$ cat src/common/mem_stage_pkg.sv
// **********************************************************
// Memory stage package
// Datapath sizes, access-type codes, control register
// indices and the format-C instruction views
// **********************************************************
`default_nettype none

package mem_stage_pkg;

	localparam int NUM_LANES = 16;
	localparam int LANE_W = 32;
	localparam int LINE_W = 512;
	localparam int LINE_BYTES = 64;
	localparam int MEM_LINES = 64;
	localparam int LINE_IDX_W = 6;

	localparam logic [1:0] FMT_C = 2'b10;

	// First code of each group in bits 28..25
	localparam logic [3:0] OP_BYTE = 4'b0000;
	localparam logic [3:0] OP_HALF = 4'b0010;
	localparam logic [3:0] OP_WORD = 4'b0100;
	localparam logic [3:0] OP_CR = 4'b0110;
	localparam logic [3:0] OP_BLOCK = 4'b0111;
	localparam logic [3:0] OP_STRIDED = 4'b1010;
	localparam logic [3:0] OP_SCATTER = 4'b1101;

	localparam logic [4:0] CR_STRAND_ID = 5'd0;
	localparam logic [4:0] CR_SCRATCH = 5'd7;
	localparam logic [4:0] CR_STRAND_EN = 5'd30;
	localparam logic [4:0] CR_HALT = 5'd31;

	// Host port FSM
	localparam logic [1:0] HP_IDLE = 2'd0;
	localparam logic [1:0] HP_WAIT = 2'd1;
	localparam logic [1:0] HP_RESP = 2'd2;

	typedef struct packed {
		logic [1:0] fmt;
		logic is_load;
		logic [3:0] op;
		logic [24:0] rest;
	} mem_view_t;

	typedef struct packed {
		logic [1:0] fmt;
		logic is_load;
		logic [3:0] op;
		logic [19:0] rsvd;
		logic [4:0] idx;
	} cr_view_t;

	typedef union packed {
		mem_view_t mem;
		cr_view_t cr;
	} instr_u;

	function automatic logic [31:0] bswap32(input logic [31:0] w);
		return {w[7:0], w[15:8], w[23:16], w[31:24]};
	endfunction

endpackage

`default_nettype wire

$ cat src/design/mem_arbiter.sv
// **********************************************************
// Memory arbiter
// Fixed priority, the stage ahead of the host port
// **********************************************************
`timescale 1ns/1ps
`default_nettype none

module mem_arbiter (
	input wire clk,
	input wire rst_n_i,
	input wire dreq_i,
	input wire dwrite_i,
	input wire [31:0] daddress_i,
	input wire [mem_stage_pkg::LINE_W-1:0] ddata_i,
	input wire [mem_stage_pkg::LINE_BYTES-1:0] write_mask_i,
	input wire hreq_i,
	input wire hwrite_i,
	input wire [mem_stage_pkg::LINE_IDX_W-1:0] haddr_i,
	input wire [mem_stage_pkg::LINE_W-1:0] hdata_i,
	input wire [mem_stage_pkg::LINE_BYTES-1:0] hmask_i,
	output logic hgrant_o,
	output logic mem_en_o,
	output logic mem_we_o,
	output logic [mem_stage_pkg::LINE_IDX_W-1:0] mem_line_o,
	output logic [mem_stage_pkg::LINE_W-1:0] mem_wdata_o,
	output logic [mem_stage_pkg::LINE_BYTES-1:0] mem_wmask_o
);

	assign hgrant_o = hreq_i && !dreq_i;
	assign mem_en_o = dreq_i || hreq_i;

	always_comb
	begin
		if (dreq_i)
		begin
			mem_we_o = dwrite_i;
			mem_line_o = daddress_i[mem_stage_pkg::LINE_IDX_W+5:6];
			mem_wdata_o = ddata_i;
			mem_wmask_o = write_mask_i;
		end
		else
		begin
			mem_we_o = hwrite_i && hreq_i;
			mem_line_o = haddr_i;
			mem_wdata_o = hdata_i;
			mem_wmask_o = hmask_i;
		end
	end

	a_stage_first: assert property (@(posedge clk) disable iff (!rst_n_i)
		dreq_i |-> !hgrant_o);

	// A refused host request is held for the next cycle
	a_host_holds: assert property (@(posedge clk) disable iff (!rst_n_i)
		hreq_i && !hgrant_o |=> hreq_i && $stable(haddr_i));

endmodule

`default_nettype wire

$ cat config.mk
export PLATFORM = sky130hd
export DESIGN_NAME = mem_arbiter
export DESIGN_NICKNAME = d
export VERILOG_FILES = /design/src/common/mem_stage_pkg.sv /design/src/design/mem_arbiter.sv
export SDC_FILE = /design/constraint.sdc
export NUM_CORES = 1
export LEC_CHECK = 0
export BUFFER_PORTS_ARGS = -buffer_cell sky130_fd_sc_hd__buf_2
export CORE_AREA = 2 2 687 689
export DETAILED_ROUTE_END_ITERATION = 12
export DIE_AREA = 0 0 689 691
export MAX_ROUTING_LAYER = met4
export SLEW_MARGIN = 10
export SYNTH_ARGS = -nofsm -noshare
export SYNTH_HDL_FRONTEND = slang
export SYNTH_SLANG_ARGS = --single-unit
export TNS_END_PERCENT = 20
$ cat constraint.sdc
create_clock -name vclk -period 1
set_input_delay 0.15 -clock vclk [all_inputs]
set_output_delay 0.15 -clock vclk [all_outputs]
set_load 0.01 [all_outputs]
Yosys cells after proc, flatten, opt, wreduce, memory -nomap -nowiden:

Cells that the tools add are included.
Widths: inputs -> output; s select.

* bits in registers: 0
* bits of input ports: 1196
* output and inout port bits: 585
* word-level logic and storage cells: 8

* multiplexer cells: 4
* reduce and logical (&&, ||, !) cells: 4

Operators with widths (number)
* $mux 512: 1
* $mux 64: 1
* $mux 6: 1
* $logic_and 1x1->1: 2
* $logic_not 1->1: 1
* $logic_or 1x1->1: 1
* $mux 1: 1

Depth between registers and ports, before layout:

* word-level depth: 2
* mapped depth: 4

Least setup slack after synthesis:

Ideal clock, no wire load.

* path type: input to output
* start point: input port dreq_i
* end point: output port mem_wdata_o[0] in the netlist's numbering
* arrival: 0.924 ns
* required time: 0.850 ns
* path slack: -0.074 ns
* cell stages on the path: 4
* cells stage by stage: buf_6 -> buf_6 -> buf_6 -> mux2_2

* cells in the longest elaborated chain, start to end: 1

RTL lines
* from (decl): line mem_arbiter.sv:11 `input wire dreq_i,`
* $mux 512: line mem_arbiter.sv:34 `if (dreq_i)`
* to (decl): line mem_arbiter.sv:25 `output logic [mem_stage_pkg::LINE_W-1:0] mem_wdata_o,`

Every way passes these cells.

Final worst setup path:

* start point: input port dreq_i
* end point: output port mem_wmask_o[1] in the netlist's numbering

* cells in the longest elaborated chain, start to end: 1

RTL lines
* $mux 64: line mem_arbiter.sv:34
* to (decl): line mem_arbiter.sv:26 `output logic [mem_stage_pkg::LINE_BYTES-1:0] mem_wmask_o`

Every way passes these cells.

==> metrics <==
dominant cells by area after synthesis=mux2_2 (89%), buf_6 (9.6%), mux2_1 (0.62%); DRC viols=0; switching power=around 9700 uW; number of top-level pins=1781; Ys Warns=0; total track usage=between 10% and 20%; Overall Power=15900 uW; Power Dens Cells=approximately 570 mW/mm^2; final-report setup violation count=585; fmax=~620 MHz; slew margin rel.=between 60% and 70%; placed instance count=~8600; Critical Path Sink Type=output pin; initial antenna violation count=~800; CP Launch Type=primary input; gr busiest metal=met2; routed wire length=483 mm; Worst EP arrival=roughly 1500 ps; clock period minus worst slack=between 1500 and 2000 ps; gp weighted congestion=between 1 and 1.5; row count=~250; die width=about 700 um; wire per inst=~53 um; Final Max Tran Viols=0; Mapped Area=around 0.0073 sq mm; layout cells sized above 1=99.9%; CLK BUF=0; Max VDD drop=around 0.19 mV; register share of total power=0%; post-route worst setup slack=-607 ps; CP Data Required Time=between 800 and 900 ps; RSZ-0062 raised after global routing=yes; largest net degree at the start of global routing=45; post-synth top area share=around nine tenths; leading area contributor after synthesis=mux2_2; Clock power frac=0%; period utilization=161%; router iterations before antenna repair=5; via/cell ratio=2.01; gr ovfl total=0; Fin. Hold Viols=0; post-DP HPWL=between 400 and 500 mm; Max Cap Viol=0; sequential element share of the synthesized area=0%; Seq. cell area=0 sq um; Die Y=691 um; met2 Usage GRT=32.5%; Slew @ Worst Pin=480 ps; Logic pwr share=100.0%; number of global-route vias before repair=~15000; met1 Use GR=between 10% and 20%; Hold WC Path Type=primary input to output pin; failing checks=negative setup slack; initial DRC count=between 1000 and 1500; FF+latch count=0; GR Util met3=between 10% and 20%; Port Buffer Count=around 1800; Syn Area/Cell=roughly 11 sq um; status=finished, violations left; Die Footprint=about 0.48 sq mm; Netlist cell types=7; P_leak=0.0109 uW; core area=0.469 sq mm; Starting Density=under 10%; critical path class=primary input to output pin; Layout area overhead=280%; Net Count, Synth=1846; sw frac=between 60% and 70%; Synth Instances=650; internal power=just over 6000 uW; vias=approximately 18000; global-route wire length before repair=about 510 mm; critical path peak fanout=12; Layout Cells excl Fill=between 9000 and 10000; post-route antenna net violation count=0; Final Net Count=approximately 3600
[power groups by stage]
stage	combinational, uW	clock, uW	sequential [uW]
floorplan	3890	0	0
global placement	14800	0	0
detailed placement	14900	0	0
CTS	15800	0	0
global route	17000	0.0640	0
finish	15900	0.0704	0
[through the flow]
step / setup TNS [ps] / utilization, % / hold slack, ps / cell area (sq um) / worst slack, ps
after floorplan: -27430 / - / 404 / 7480 / -55.4
after global placement: -296090 / 5.18 / 615 / 24300 / -635
after detailed placement: -304110 / 5.18 / 616 / 24300 / -643
after CTS: -321190 / 5.40 / 619 / 25400 / -634
after global routing: -298170 / 5.88 / 609 / 27600 / -607
final: -288390 / 5.90 / 608 / 27700 / -607
[cells in the final DEF, fill, tap and decap left out]
| master | instances |
|---|---|
| diode_2 | 471 |
| a22o_1 | 1 |
| nor2b_1 | 1 |
| mux2_4 | 106 |
| buf_6 | 96 |
| mux2_2 | 476 |
| buf_8 | 13 |
| clkbuf_4 | 18 |
| buf_16 | 20 |
| buf_2 | 1513 |
| or2_2 | 1 |
| buf_12 | 53 |
| clkbuf_16 | 11 |
| buf_4 | 117 |
[final timing paths]
path | startpoint | endpoint | slack, ps | cells past startpoint
setup / recovery | dreq_i | mem_wmask_o[1] | -610 | 5
hold / removal | hdata_i[267] | mem_wdata_o[267] | 610 | 3
[repair_timing]
item                       CTS  global route
setup buffers                6             5
hold buffers                 0             0
gates resized for setup    219           276
pin swaps                    0             0
setup endpoints to repair  585           585
cloned                       8            15
[layer usage]
metal,wire length [um],up-vias,share of wire [%]
met3,85800,1186,18
met5,0,-,0
met4,18500,0,3.8
li1,-,6638,-
met2,221000,2875,46
met1,158000,7636,33
[cells by family after synthesis]
kind of cell           synth area share, %
AND/OR/NAND/NOR                      0.172
AO/OA/AOI/OAI                        0.120
multiplexers                          89.9
buffers and inverters                 9.79
[critical path, cell delays in order]
cell       delay (ps)
buf_16            130
buf_12            200
clkbuf_16         260
mux2_2            370
buf_12            190
[Yosys cell counts]
cell type,count
mux2_2,578
buf_6,62
mux2_1,4
buf_2,3
a22o_1,1
nor2b_1,1
or2_2,1
[cell type report]
type	instances	area (sq um)
diodes	471	1180
fillers	55594	441000
multi-input cells	585	6970
well taps	6223	7790
repair buffers	1841	11700
No activity file was read; power rests on OpenSTA's default activity.
