**src/common/mem_stage_pkg.sv**
```systemverilog
// **********************************************************
// Memory stage package
// Datapath sizes, access-type codes, control register
// indices and the format-C instruction views
// **********************************************************
`default_nettype none

package mem_stage_pkg;

	localparam int NUM_LANES = 16;
	localparam int LANE_W = 32;
	localparam int LINE_W = 512;
	localparam int LINE_BYTES = 64;
	localparam int MEM_LINES = 64;
	localparam int LINE_IDX_W = 6;

	localparam logic [1:0] FMT_C = 2'b10;

	// First code of each group in bits 28..25
	localparam logic [3:0] OP_BYTE = 4'b0000;
	localparam logic [3:0] OP_HALF = 4'b0010;
	localparam logic [3:0] OP_WORD = 4'b0100;
	localparam logic [3:0] OP_CR = 4'b0110;
	localparam logic [3:0] OP_BLOCK = 4'b0111;
	localparam logic [3:0] OP_STRIDED = 4'b1010;
	localparam logic [3:0] OP_SCATTER = 4'b1101;

	localparam logic [4:0] CR_STRAND_ID = 5'd0;
	localparam logic [4:0] CR_SCRATCH = 5'd7;
	localparam logic [4:0] CR_STRAND_EN = 5'd30;
	localparam logic [4:0] CR_HALT = 5'd31;

	// Host port FSM
	localparam logic [1:0] HP_IDLE = 2'd0;
	localparam logic [1:0] HP_WAIT = 2'd1;
	localparam logic [1:0] HP_RESP = 2'd2;

	typedef struct packed {
		logic [1:0] fmt;
		logic is_load;
		logic [3:0] op;
		logic [24:0] rest;
	} mem_view_t;

	typedef struct packed {
		logic [1:0] fmt;
		logic is_load;
		logic [3:0] op;
		logic [19:0] rsvd;
		logic [4:0] idx;
	} cr_view_t;

	typedef union packed {
		mem_view_t mem;
		cr_view_t cr;
	} instr_u;

	function automatic logic [31:0] bswap32(input logic [31:0] w);
		return {w[7:0], w[15:8], w[23:16], w[31:24]};
	endfunction

endpackage

`default_nettype wire

```
**src/design/apb_host_port.sv**
```systemverilog
// **********************************************************
// APB host port
// 32-bit word transfers as masked line accesses
// **********************************************************
`timescale 1ns/1ps
`default_nettype none

module apb_host_port (
	input wire clk,
	input wire rst_n_i,
	input wire psel_i,
	input wire penable_i,
	input wire pwrite_i,
	input wire [11:0] paddr_i,
	input wire [31:0] pwdata_i,
	output logic [31:0] prdata_o,
	output logic pready_o,
	output logic hreq_o,
	output logic hwrite_o,
	output logic [mem_stage_pkg::LINE_IDX_W-1:0] haddr_o,
	output logic [mem_stage_pkg::LINE_W-1:0] hdata_o,
	output logic [mem_stage_pkg::LINE_BYTES-1:0] hmask_o,
	input wire hgrant_i,
	input wire [mem_stage_pkg::LINE_W-1:0] rdata_i
);

	logic [1:0] state_q, state_d;
	logic [3:0] lane;

	assign lane = paddr_i[5:2];
	assign hreq_o = state_q == mem_stage_pkg::HP_WAIT && psel_i && penable_i;
	assign hwrite_o = pwrite_i;
	assign haddr_o = paddr_i[11:6];
	assign hdata_o = {16{mem_stage_pkg::bswap32(pwdata_i)}};
	assign hmask_o = 64'hf000_0000_0000_0000 >> {lane, 2'b00};
	assign prdata_o = mem_stage_pkg::bswap32(rdata_i[(15 - lane) * 32 +: 32]);
	assign pready_o = state_q == mem_stage_pkg::HP_RESP;	// Line read is back here

	always_comb
	begin
		state_d = state_q;
		case (state_q)
			mem_stage_pkg::HP_IDLE:
				if (psel_i && !penable_i)
					state_d = mem_stage_pkg::HP_WAIT;
			mem_stage_pkg::HP_WAIT:
				if (hreq_o && hgrant_i)
					state_d = mem_stage_pkg::HP_RESP;
				else if (!psel_i)
					state_d = mem_stage_pkg::HP_IDLE;
			default:
				state_d = mem_stage_pkg::HP_IDLE;
		endcase
	end

	always_ff @(posedge clk or negedge rst_n_i)
	begin
		if (!rst_n_i)
			state_q <= mem_stage_pkg::HP_IDLE;
		else
			state_q <= state_d;
	end

	a_ready_in_access: assert property (@(posedge clk) disable iff (!rst_n_i)
		pready_o |-> psel_i && penable_i);

endmodule

`default_nettype wire

```
**config.mk**
```make
export PLATFORM = sky130hd
export DESIGN_NAME = apb_host_port
export DESIGN_NICKNAME = d
export VERILOG_FILES = /design/src/common/mem_stage_pkg.sv /design/src/design/apb_host_port.sv
export SDC_FILE = /design/constraint.sdc
export NUM_CORES = 1
export LEC_CHECK = 0
export ABC_CLOCK_PERIOD_IN_PS = 1370
export BUFFER_PORTS_ARGS = -buffer_cell sky130_fd_sc_hd__buf_2
export CAP_MARGIN = 20
export CORE_AREA = 4 4 454 456
export CTS_CLUSTER_DIAMETER = 100
export CTS_CLUSTER_SIZE = 28
export DETAILED_ROUTE_END_ITERATION = 6
export DIE_AREA = 0 0 458 460
export SYNTH_ARGS = -nofsm -noshare
export SYNTH_HDL_FRONTEND = slang
export SYNTH_SLANG_ARGS = --single-unit
```
**constraint.sdc**
```tcl
create_clock -name clk -period 1.37 [get_ports clk]
set_input_delay 0.0685 -clock clk [delete_from_list [all_inputs] [get_ports clk]]
set_output_delay 0.0685 -clock clk [all_outputs]
set_load 0.05 [all_outputs]
```
== Word-level counts from Yosys, hierarchy flattened ==
Index checks and enable logic that the tools add are counted.
Word-level totals
  register bits after elaboration: 2
  input port bits: 562
  word-level logic and storage cells: 19
Operators by class
  add/subtract/negate cells: 1
  eq/ne operators: 4
  shift operators: 2
  mux-type cells: 4
  reduce and logical (&&, ||, !) cells: 7
Operators with widths (count)
  $shiftx A512 B33 Y32: 1
  $shr A64 B6 Y64 const A: 1
  $mux W2: 3
  $sub A4 B4 Y5 const A: 1
  $logic_and A1 B1 Y1: 4
  $pmux W2 S2: 1
  $ne A3 B2 Y1 const B: 1
  $eq A2 B1 Y1 const B: 1
  $eq A2 B2 Y1 const B: 1
  $logic_not A2 Y1: 1
  $ne A2 B2 Y1 const B: 1
  $reduce_and A2 Y1: 1
  $logic_not A1 Y1: 1

== Depth between registers and ports, before layout ==
Gate-level depths: netlist of run 1.
  depth in word-level cells: 6
  mapped depth: 7
  mapped depth without buffers: 3

== Worst setup path before layout of run 1 ==
Ideal clock, no wire load.
  path kind: in2out
  start point: input paddr_i[2]
  end point: output hmask_o[61] (netlist name)
  arrival time: 2.822 ns
  data required time: 1.302 ns
  slack: -1.521 ns
  stages: 6
  cells stage by stage: buf_6 -> buf_6 -> buf_2 -> buf_4 -> nor4_1 -> buf_4
On the way
  word-level cells in the longest chain between the ends: 1
RTL lines
  from (decl): line apb_host_port.sv:14  | input wire [11:0] paddr_i,
  $shr A64 B6 Y64: line apb_host_port.sv:35  | assign hmask_o = 64'hf000_0000_0000_0000 >> {lane, 2'b00};
  to (decl): line apb_host_port.sv:22  | output logic [mem_stage_pkg::LINE_BYTES-1:0] hmask_o,
Every way passes these cells.

== Worst setup path after layout of run 1 ==
  start point: input paddr_i[2]
  end point: output prdata_o[26]
On the way
  word-level cells in the longest chain between the ends: 2
RTL lines
  $sub A4 B4 Y5: line apb_host_port.sv:36  | assign prdata_o = mem_stage_pkg::bswap32(rdata_i[(15 - lane) * 32 +: 32]);
  $shiftx A512 B33 Y32: line apb_host_port.sv:36
  to (decl): line apb_host_port.sv:16  | output logic [31:0] prdata_o,
Every way passes these cells.

==> results by group, run 1 <==
Setup path
  • Slowest cell on crit path: mux4_2
  • Req. time, crit path: 1300 ps
  • Crit-path max FO: 8
  • CP endpoint kind: output pin
  • Crit path cell chain: buf_16 -> buf_16 -> buf_4 -> mux4_2 -> a22oi_2 -> nand2_2 -> buf_8
  • CP Launch Type: input pin
  • CP Class: in -> out
  • Worst path most repeated cell: buf_16
  • Register-to-Register Path Depth: 2
  • Worst path arrival time: approximately 1700 ps
  • Slowest Stage Delay on Critical Path: 630 ps

Final layout
  • Final #Nets: 1599
  • Top Registers: state_q: 2 flops
  • Most flop-heavy register: state_q
  • Fin util: 6.72%
  • Layout area overhead: 63.7%
  • Largest register FFs: 2
  • Post-route design area: 0.0135 mm^2
  • Share of layout cells above drive strength 1: a little over nine tenths

Timing
  • Clock skew: 1.21 ps
  • Min cycle time layout: 1720 ps
  • Final Hold Viols: 0
  • Setup violations, final: 50
  • Max Clk Rate: between 500 and 600 MHz
  • Tightest Pin Transition: between 300 and 400 ps
  • Rel. slew slack: 74.6%
  • Setup WS post-layout: -350 ps
  • Ratio of final minimum period to clock period: 126%
  • RSZ-0062 raised after global routing: yes
  • Final-report max-slew violation count: 0

Global route
  • GR Overflow Total: 0
  • Gr usage total: 10.5%
  • First-pass GRT wire length: 135000 um
  • Vias in the first global route: 8363
  • Antenna violations before repair: a little under 300
  • Largest net degree at the start of global routing: 22

Yosys
  • Syn_area_per_cell: 9.37 um^2
  • Synthesized Nets: 1445
  • Number of synthesized flops with an enable pin: 0
  • Synth Flop Type: dfrtp_1
  • #FFs+latches synth: 2
  • Register area share after synthesis: less than 1%
  • Synth cell types: 22
  • Mapped cell area: 0.00828 mm^2
  • Synth async-reset ratio: 100%
  • Yosys Warn Count: 0
  • Synthesized instance count: 883

Routing
  • DRC: 0
  • Via density per instance: 2.25
  • WL/cell: 31.1 um
  • Initial DRC count: 470
  • Post-route antenna net violation count: 0
  • Total number of vias: around 8500
  • WL final: between 100000 and 150000 um
  • DR pass1 iterations: 5

Clock network
  • CTS Buffer Depth: 2
  • Clock insertion delay at the later pin of the skew report: around 220 ps
  • CTS tree: yes
  • Clock transition at the registers of the reported paths: roughly 30 ps
  • CTS buffer count: 3
  • Clk sinks: 2
  • Root buf cell: clkbuf_16
  • Htree depth: 1

Die
  • Die W: 458 um
  • Core footprint: 0.202 mm^2
  • Num rows: 165
  • Die span in y: 460 um
  • Full die area: between 0.2 and 0.25 mm^2
  • I/O pin total: roughly 1200
  • Initial cell density of the core: 4.10%

Place
  • Post-detail-place hpwl: 110000 um
  • DP Area: between 0.01 and 0.015 mm^2
  • GP Congestion: between 0.9 and 1
  • Buffers on Ports: 618

Worst hold path
  • Hold Crit Depth: 2
  • Hold crit path type: in -> reg

Status
  • Failing checks: negative setup slack
  • Outcome: complete, but fails checks

Power
  • Overall power: 0.00504 W
  • Lkg Pwr: 4.93 nW
  • Worst VDD drop: 0.398 mV
  • Pwr dens: roughly 370 mW/mm^2

Flow run
  • Max Cap Viol: 0
==> per-layer routing <==
metal  wire length (um)  vias to the layer above  track usage [%]
li1                   -                     2980                -
met1              31600                     3564             8.32
met2              62500                     1146             21.1
met3              16100                      642             6.32
met4               6300                      134             2.89
met5                816                        -                0
==> Yosys cell counts, types with 5 or more instances <==
cell      instances  share of area (%)
a22oi_1          61                5.5
buf_2            25                1.5
buf_4           569                 52
buf_6             8                1.1
clkbuf_1          9               0.41
mux4_2          125                 34
nand2_1          31                1.4
nand2b_1          5               0.38
nor2_1           10               0.45
nor2b_1          13               0.98
nor3_1            6               0.36
==> power breakdown <==
group	switching, W	internal, W	total, W
Sequential	0.00000198	0.0000621	0.0000641
Combinational	0.00237	0.00218	0.00455
Clock	0.0000626	0.000371	0.000434
==> logic make-up (layout without fill, tap and decap cells) <==
logic type / count (synthesis) / count (layout) / share of synthesized area (%)
other: 0 / 62 / 0
AO/OA/AOI/OAI: 71 / 71 / 6.50
multiplexers: 125 / 125 / 34.0
flip-flops: 2 / 2 / 0.605
AND/OR/NAND/NOR: 71 / 71 / 4.11
buffers and inverters: 614 / 766 / 54.8
==> worst paths after layout <==
kind	startpoint	to	slack [ps]
max	paddr_i[2]	prdata_o[26]	-350
min	hgrant_i	state_q[1]	70
max reg2reg	state_q[0]	state_q[1]	510
min reg2reg	state_q[1]	state_q[0]	580
max in group asynchronous	rst_n_i	state_q[1]	1100
min in group asynchronous	rst_n_i	state_q[0]	170
==> worst max-delay path, delay by kind of cell <==
kind / cells / cell delay (ps)
compound gates: 1 / 190
buf+inv: 4 / 590
mux: 1 / 630
simple gates: 1 / 70
==> cell type report <==
type,count,area [um^2]
Multi-Input combinational cell,267,4370
Fill cell,23600,188000
Antenna cell,62,155
Clock buffer,3,75.1
Sequential cell,2,50.0
Inverter,1,3.75
Timing Repair Buffer,762,5550
Tap cell,2672,3340
==> per-stage QoR <==
step	setup TNS (ps)	worst slack [ps]	hold slack, ps	instances
finish	-9190	-350	73.6	3769
global route	-11370	-391	82.0	3731
CTS	-9850	-364	71.4	3696
detailed placement	-26870	-571	-142	3670
global placement	-24170	-563	-147	3670
floorplan	-6650	-289	-227	883
==> layout by cell type (no fill, tap or decap), types with 3 or more instances in the layout <==
cell type,instances
diode_2,62
nand2b_4,5
buf_8,19
mux4_2,125
buf_4,106
nor3_4,6
buf_2,522
buf_6,54
buf_12,46
nand2_2,28
nor2b_1,8
nor2b_2,3
buf_16,7
o41ai_4,3
a22oi_2,53
clkbuf_4,4
clkbuf_16,4
a22oi_1,8
a2111oi_0,3
nor2_4,10
==> timing repair <==
item,4_1_cts,5_1_grt
cloned,6,0
setup buffers,17,13
gates resized for setup,244,42
endpoints found under the setup margin,96,62
hold endpoints to repair,2,0
pin swaps,29,9
hold buffers,1,0
(Power assumes the default switching activity.)
==> run 2: changes to the inputs <==
- ABC_AREA: default -> 1
- CORE_AREA: 4 4 454 456 -> 4 4 460 462
- DIE_AREA: 0 0 458 460 -> 0 0 464 466
==> run 2 against run 1 <==
  * The run still ends with negative setup slack left
  * Via count up 58%
  * Sequential power up 6.2%
  * Global-route usage grew 1.1 points
  * Hold slack better by 7.8 ps
  * Non-clock buffer count is 69 higher
  * Clock-buffer cell count unchanged
  * Critical path type unchanged
  * Critical endpoint is now hmask_o[47]
==> results by group, run 2 <==
Place
  • Buffers on Ports: 618
  • Post-detail-place hpwl: approximately 120000 um
  • GP Congestion: around 0.86

Timing
  • Hold Slack: a little over 80 ps
  • Total negative setup slack: -16060 ps
  • Final Hold Viols: 0
  • Final-report max-slew violation count: 0
  • Min cycle time layout: 1700 ps
  • RSZ-0062 raised after global routing: yes
  • Clock skew: 0.753 ps
  • Max Clk Rate: 589 MHz
  • Setup violations, final: 83
  • Setup WS post-layout: -327 ps
  • Ratio of final minimum period to clock period: 124%
  • Rel. slew slack: about three quarters
  • Tightest Pin Transition: 393 ps

Power
  • Clock power share: 6.8%
  • Overall power: 0.00653 W
  • Worst VDD drop: 0.459 mV
  • Switching Fraction: around 57%
  • Seq pwr share: 1.0%
  • Combinational Power Share: 92.1%
  • Lkg Pwr: 7.84 nW
  • Pint: ~0.0028 W
  • Pwr dens: roughly 390 mW/mm^2
  • NetSw: 0.00372 W

Global route
  • GR Overflow Total: 0
  • Largest net degree at the start of global routing: 35
  • Vias in the first global route: 12400
  • Antenna violations before repair: 198
  • Gr usage total: 11.7%
  • First-pass GRT wire length: roughly 160000 um

Final layout
  • Most flop-heavy register: state_q
  • Fin util: a little over 8%
  • Layout area overhead: 68.9%
  • Register area: 50.0 um^2
  • Largest register FFs: 2
  • Final #Nets: roughly 2600
  • Top Registers: state_q: 2 flops
  • Area occupied by multi-input gates: ~0.0062 mm^2
  • Share of layout cells above drive strength 1: 50.6%
  • Most common cell after layout, fill and taps aside: nand2_1
  • Most frequent cells in the layout: 902 x nand2_1, 518 x buf_2, 110 x buf_4
  • Fillers: 24600

Worst hold path
  • Worst Hold End: state_q[1]
  • Hold crit path type: in -> reg
  • Hold Path Origin: hgrant_i
  • Hold Crit Depth: 3

Routing
  • Initial DRC count: 816
  • WL final: about 130000 um
  • DR pass1 iterations: 5
  • DRC: 0
  • Via density per instance: 2.70
  • Post-route antenna net violation count: 0
  • WL/cell: roughly 27 um
  • Total number of vias: 13400

Yosys
  • Yosys Warn Count: 0
  • Mapped cell area: 0.00997 mm^2
  • Number of synthesized flops with an enable pin: 0
  • Most frequent cell after synthesis: nand2_1
  • Synthesized Nets: 2484
  • Register area share after synthesis: 0.502%
  • Synthesized instance count: just under 2000
  • Synth cell types: 16
  • Synth async-reset ratio: 100%
  • Area share of the largest cell type after synthesis: 44.6%
  • Syn_area_per_cell: 5.19 um^2
  • Top cells by instance count after synthesis: 1002 x nand2_1, 592 x buf_4, 193 x nand3_1
  • Synth area leaders: buf_4 45%, nand2_1 38%, nand3_1 9.7%
  • #FFs+latches synth: 2
  • Synth Flop Type: dfrtp_1
  • Post-synth top area cell: buf_4

Flow run
  • Max Cap Viol: 0

Die
  • Die W: 464 um
  • Num rows: roughly 170
  • Initial cell density of the core: 4.82%
  • Die span in y: 466 um
  • Full die area: between 0.2 and 0.25 mm^2
  • I/O pin total: about 1200
  • Core footprint: 0.207 mm^2

Status
  • Failing checks: negative setup slack
  • Outcome: complete, but fails checks

Setup path
  • CP Launch Type: input pin
  • Worst path arrival time: about 1600 ps
  • Critical R2R Launch: state_q[1]
  • CP Class: in -> out
  • Register-to-Register Path Depth: 4
  • CP endpoint kind: output pin
  • RR Endpoint: state_q[0]
  • Crit-path max FO: 5
  • Req. time, crit path: 1300 ps
  • R2r setup slk: 340 ps

Clock network
  • CTS buffer count: 3
  • CTS Buffer Depth: 2
  • Htree depth: 1
  • CTS tree: yes
  • Clock insertion delay at the later pin of the skew report: between 200 and 250 ps
  • Clock transition at the registers of the reported paths: 30 ps
  • Clk sinks: 2
  • Root buf cell: clkbuf_16
run 2: cell count changes in the layout (fill, tap and decap cells not counted), moves of 44 or more:
cell | before | now
mux4_2 | 125 | 0
nand3_2 | 0 | 64
a22oi_2 | 53 | 0
nand2_2 | 28 | 72
nand2_1 | 0 | 902
nand3_1 | 0 | 106
run 2: kinds of logic (layout without fill, tap and decap cells):
kind of cell | after synthesis | count (layout) | share of synthesized area, %
compound gates | 20 | 20 | 1.04
buf+inv | 684 | 843 | 50.0
other cells | 0 | 89 | 0
flops | 2 | 2 | 0.502
simple gates | 1216 | 1216 | 48.5
run 2: worst max path at each step:
| stage | startpoint | endpoint | slack (ps) | cells after the start |
|---|---|---|---|---|
| finish | paddr_i[2] | hmask_o[47] | -330 | 12 |
| global placement | paddr_i[2] | prdata_o[27] | -1130 | 11 |
| floorplan | paddr_i[2] | hmask_o[10] | -230 | 8 |
| global route | paddr_i[2] | prdata_o[8] | -400 | 12 |
| CTS | paddr_i[2] | prdata_o[26] | -370 | 11 |
| detailed placement | paddr_i[2] | prdata_o[27] | -1160 | 11 |
run 2: layout make-up:
type | instances | area share, %
antenna | 89 | 1.32
clock buffer | 3 | 0.446
inverter | 9 | 0.364
multi-input combinational | 1236 | 36.9
sequential | 2 | 0.297
tap | 2788 | 20.7
timing repair buffer | 831 | 40.0
run 2: per-stage QoR:
stage / area [um^2] / instances / worst slack, ps
after global routing: 16800 / 4933 / -403
after CTS: 15800 / 4841 / -374
after detailed placement: 13900 / 4804 / -1160
after floorplan: 10400 / 1922 / -234
final: 16800 / 4958 / -327
after global placement: 13900 / 4804 / -1130
run 2: timing repair:
item	in CTS	in global routing
buffers inserted	29	21
hold buffers	1	0
endpoints found under the setup margin	96	96
gates cloned	5	7
gates resized for setup	377	125
endpoints found under the hold margin	2	0
pin swaps	19	34
run 2: critical path: stages:
cell and delay, ps:
buf_12 120, buf_12 140, buf_12 130, buf_8 120, nor2_4 90, buf_6 120
buf_6 110, inv_4 40, buf_6 110, nor3_4 250, buf_6 160, buf_8 140
run 2: per-layer routing:
layer	vias to the layer above	share of wire (%)	track usage, %
met5	-	0.34	0
met4	70	7.4	6.55
met3	520	11	5.10
met2	1248	45	19.5
met1	5775	36	12.2
li1	5777	-	-
run 2: power groups by stage:
stage               clock [W]  combinational [W]  sequential (W)
finish               0.000445            0.00602       0.0000681
detailed placement          0            0.00516       0.0000678
global route         0.000463            0.00647       0.0000684
CTS                  0.000456            0.00587       0.0000677
floorplan                   0            0.00630       0.0000671
global placement            0            0.00514       0.0000679
==> run 3: changes to the inputs <==
--- a/config.mk
+++ b/config.mk
@@ -16,2 +16,3 @@
 export DIE_AREA = 0 0 464 466
+export MAX_ROUTING_LAYER = met4
 export SYNTH_ARGS = -nofsm -noshare
==> constraint.sdc (replaced) <==
create_clock -name clk -period 1.37 [get_ports clk]
set_input_delay 0.274 -clock clk [delete_from_list [all_inputs] [get_ports clk]]
set_output_delay 0.274 -clock clk [all_outputs]
set_load 0.05 [all_outputs]
==> run 3 against run 2 <==
  * Critical path type unchanged
  * Clock power barely moved
  * Highest routed layer is now met4
  * Die area did not move
  * Combinational power rose by 16%
  * Largest power group unchanged
  * The run still ends with negative setup slack left
==> results by group, run 3 (same netlist as run 2, synthesis figures left out) <==
Timing
  • Rel. slew slack: 73.9%
  • Max Clk Rate: 471 MHz
  • Tightest Pin Transition: approximately 390 ps
  • Min cycle time layout: 2120 ps
  • Final Hold Viols: 0
  • Ratio of final minimum period to clock period: 155%
  • Clock skew: between 0.0015 and 0.002 ps
  • Setup violations, final: 96
  • Final-report max-slew violation count: 0
  • Setup WS post-layout: -752 ps
  • RSZ-0062 raised after global routing: yes

Power
  • NetSw: 0.00414 W
  • Lkg Pwr: 8.74 nW
  • Clock power share: under 10%
  • Seq pwr share: 0.9%
  • Pwr dens: 391 mW/mm^2
  • Combinational Power Share: 93.2%
  • Pint: 0.00334 W
  • Switching Fraction: 55.4%
  • Overall power: 0.00748 W
  • Worst VDD drop: 0.665 mV

Place
  • Pre-CTS setup slack: -1400 ps
  • DP Area: between 0.01 and 0.015 mm^2
  • GP Congestion: 0.822
  • Buffers on Ports: roughly 620
  • Post-detail-place hpwl: 115000 um

Setup path
  • Top delay family on crit path: buffers and inverters
  • Crit-path max FO: 7
  • RR Endpoint: state_q[0]
  • Crit path cell chain: buf_16 -> buf_16 -> buf_8 -> nor2_4 -> buf_12 -> clkinvlp_4 -> nor3_4 -> buf_6 -> buf_6 -> buf_12
  • Slowest Stage Delay on Critical Path: 230 ps
  • R2r setup slk: ~340 ps
  • Slowest cell on crit path: clkinvlp_4
  • Worst path bufs/invs: 8
  • Worst path arrival time: ~1900 ps
  • CP Launch Type: input pin
  • Register-to-Register Path Depth: 4
  • CP endpoint kind: output pin
  • Req. time, crit path: approximately 1100 ps
  • Critical R2R Launch: state_q[1]
  • CP Class: in -> out

Clock network
  • CTS tree: yes
  • CTS buffer count: 3
  • Clock transition at the registers of the reported paths: ~30 ps
  • Root buf cell: clkbuf_16
  • CTS Buffer Depth: 2
  • Clk sinks: 2
  • Clock insertion delay at the later pin of the skew report: 220 ps
  • Htree depth: 1

Routing
  • DRC: 0
  • WL/cell: 27.2 um
  • Total number of vias: 13300
  • DR pass1 iterations: 5
  • Initial DRC count: 736
  • Post-route antenna net violation count: 0
  • WL final: 135000 um
  • Via density per instance: 2.67

Final layout
  • Final #Nets: 2687
  • Post-route design area: between 0.015 and 0.02 mm^2
  • Most flop-heavy register: state_q
  • Layout area overhead: 91.8%
  • Fillers: 24300
  • Largest register FFs: 2
  • Most frequent cells in the layout: 770 x nand2_1, 517 x buf_2, 143 x nand2_2
  • Share of layout cells above drive strength 1: 60.3%
  • Most common cell after layout, fill and taps aside: nand2_1
  • Top Registers: state_q: 2 flops

Global route
  • Largest net degree at the start of global routing: 35
  • GR Overflow Total: 0
  • First-pass GRT wire length: approximately 160000 um
  • Vias in the first global route: between 10000 and 15000
  • Gr usage total: 11.8%
  • Antenna violations before repair: 150

Die
  • Full die area: 0.216 mm^2
  • Die span in y: 466 um
  • Die W: roughly 460 um
  • I/O pin total: 1179
  • Num rows: 167
  • Initial cell density of the core: 4.82%
  • Core footprint: 0.207 mm^2

Worst hold path
  • Worst Hold End: state_q[1]
  • Hold Crit Depth: 3
  • Hold crit path type: in -> reg
  • Hold Path Origin: hgrant_i

Status
  • Outcome: complete, but fails checks
  • Failing checks: negative setup slack

Flow run
  • Max Cap Viol: 0
run 3: cell types whose count changed in the layout (fill, tap and decap cells not counted), sizes merged:
cell	previous run	this run
inv	8	6
bufbuf	1	0
diode	89	55
clkinvlp	0	2
clkbuf	9	17
buf	823	858
run 3: worst reg2reg max path, cell delays in order, from the launching register on:
cell and delay (ps):
dfrtp_1 370, inv_1 90, nand3_2 90, nor3_1 230, o32ai_1 120
run 3: power groups by stage:
stage / clock (W) / sequential, W / combinational [W]
after detailed placement: 0 / 0.0000680 / 0.00546
after floorplan: 0 / 0.0000671 / 0.00647
after global placement: 0 / 0.0000679 / 0.00544
after CTS: 0.000444 / 0.0000673 / 0.00643
after global routing: 0.000461 / 0.0000685 / 0.00748
final: 0.000443 / 0.0000680 / 0.00697
run 3: worst max path at each step:
stage | end | cells past startpoint | slack [ps] | from
6_report | hmask_o[44] | 10 | -750 | paddr_i[2]
5_1_grt | hmask_o[10] | 11 | -850 | paddr_i[2]
4_1_cts | prdata_o[28] | 10 | -790 | paddr_i[2]
3_5_place_dp | prdata_o[28] | 9 | -1400 | paddr_i[2]
3_3_place_gp | prdata_o[28] | 9 | -1400 | paddr_i[2]
2_1_floorplan | hmask_o[10] | 8 | -650 | paddr_i[2]
run 3: per-stage QoR:
stage	TNS [ps]	std cells	hold slack, ps	util [%]
2_1_floorplan	-33050	1922	-21.6	-
3_3_place_gp	-78930	4806	71.3	6.93
3_5_place_dp	-80410	4806	73.8	6.93
4_1_cts	-59700	4869	289	8.21
5_1_grt	-64610	4959	318	9.23
6_report	-58140	4966	294	9.24
run 3: cell type report:
type / count / area (um^2) / area share (%)
timing repair buffer: 873 / 8000 / 41.8
multi-input combinational: 1236 / 7300 / 38.1
tap: 2788 / 3490 / 18.2
antenna: 55 / 138 / 0.719
inverter: 9 / 85.1 / 0.445
clock buffer: 3 / 75.1 / 0.392
sequential: 2 / 50.0 / 0.262
run 3: per-layer routing:
metal | global-route usage, % | wire length, um | vias up
met5 | - | 0 | -
met4 | 2.21 | 5030 | 0
met3 | 5.26 | 15200 | 406
met2 | 20.2 | 64200 | 1188
met1 | 12.6 | 50800 | 5811
li1 | - | - | 5851
run 3: repair_timing:
item / CTS / global route
endpoints found under the hold margin: 2 / 0
setup buffers: 49 / 39
hold buffers: 1 / 0
gates cloned: 12 / 15
setup endpoints to repair: 97 / 97
pin swaps: 33 / 115
gates resized for setup: 436 / 376
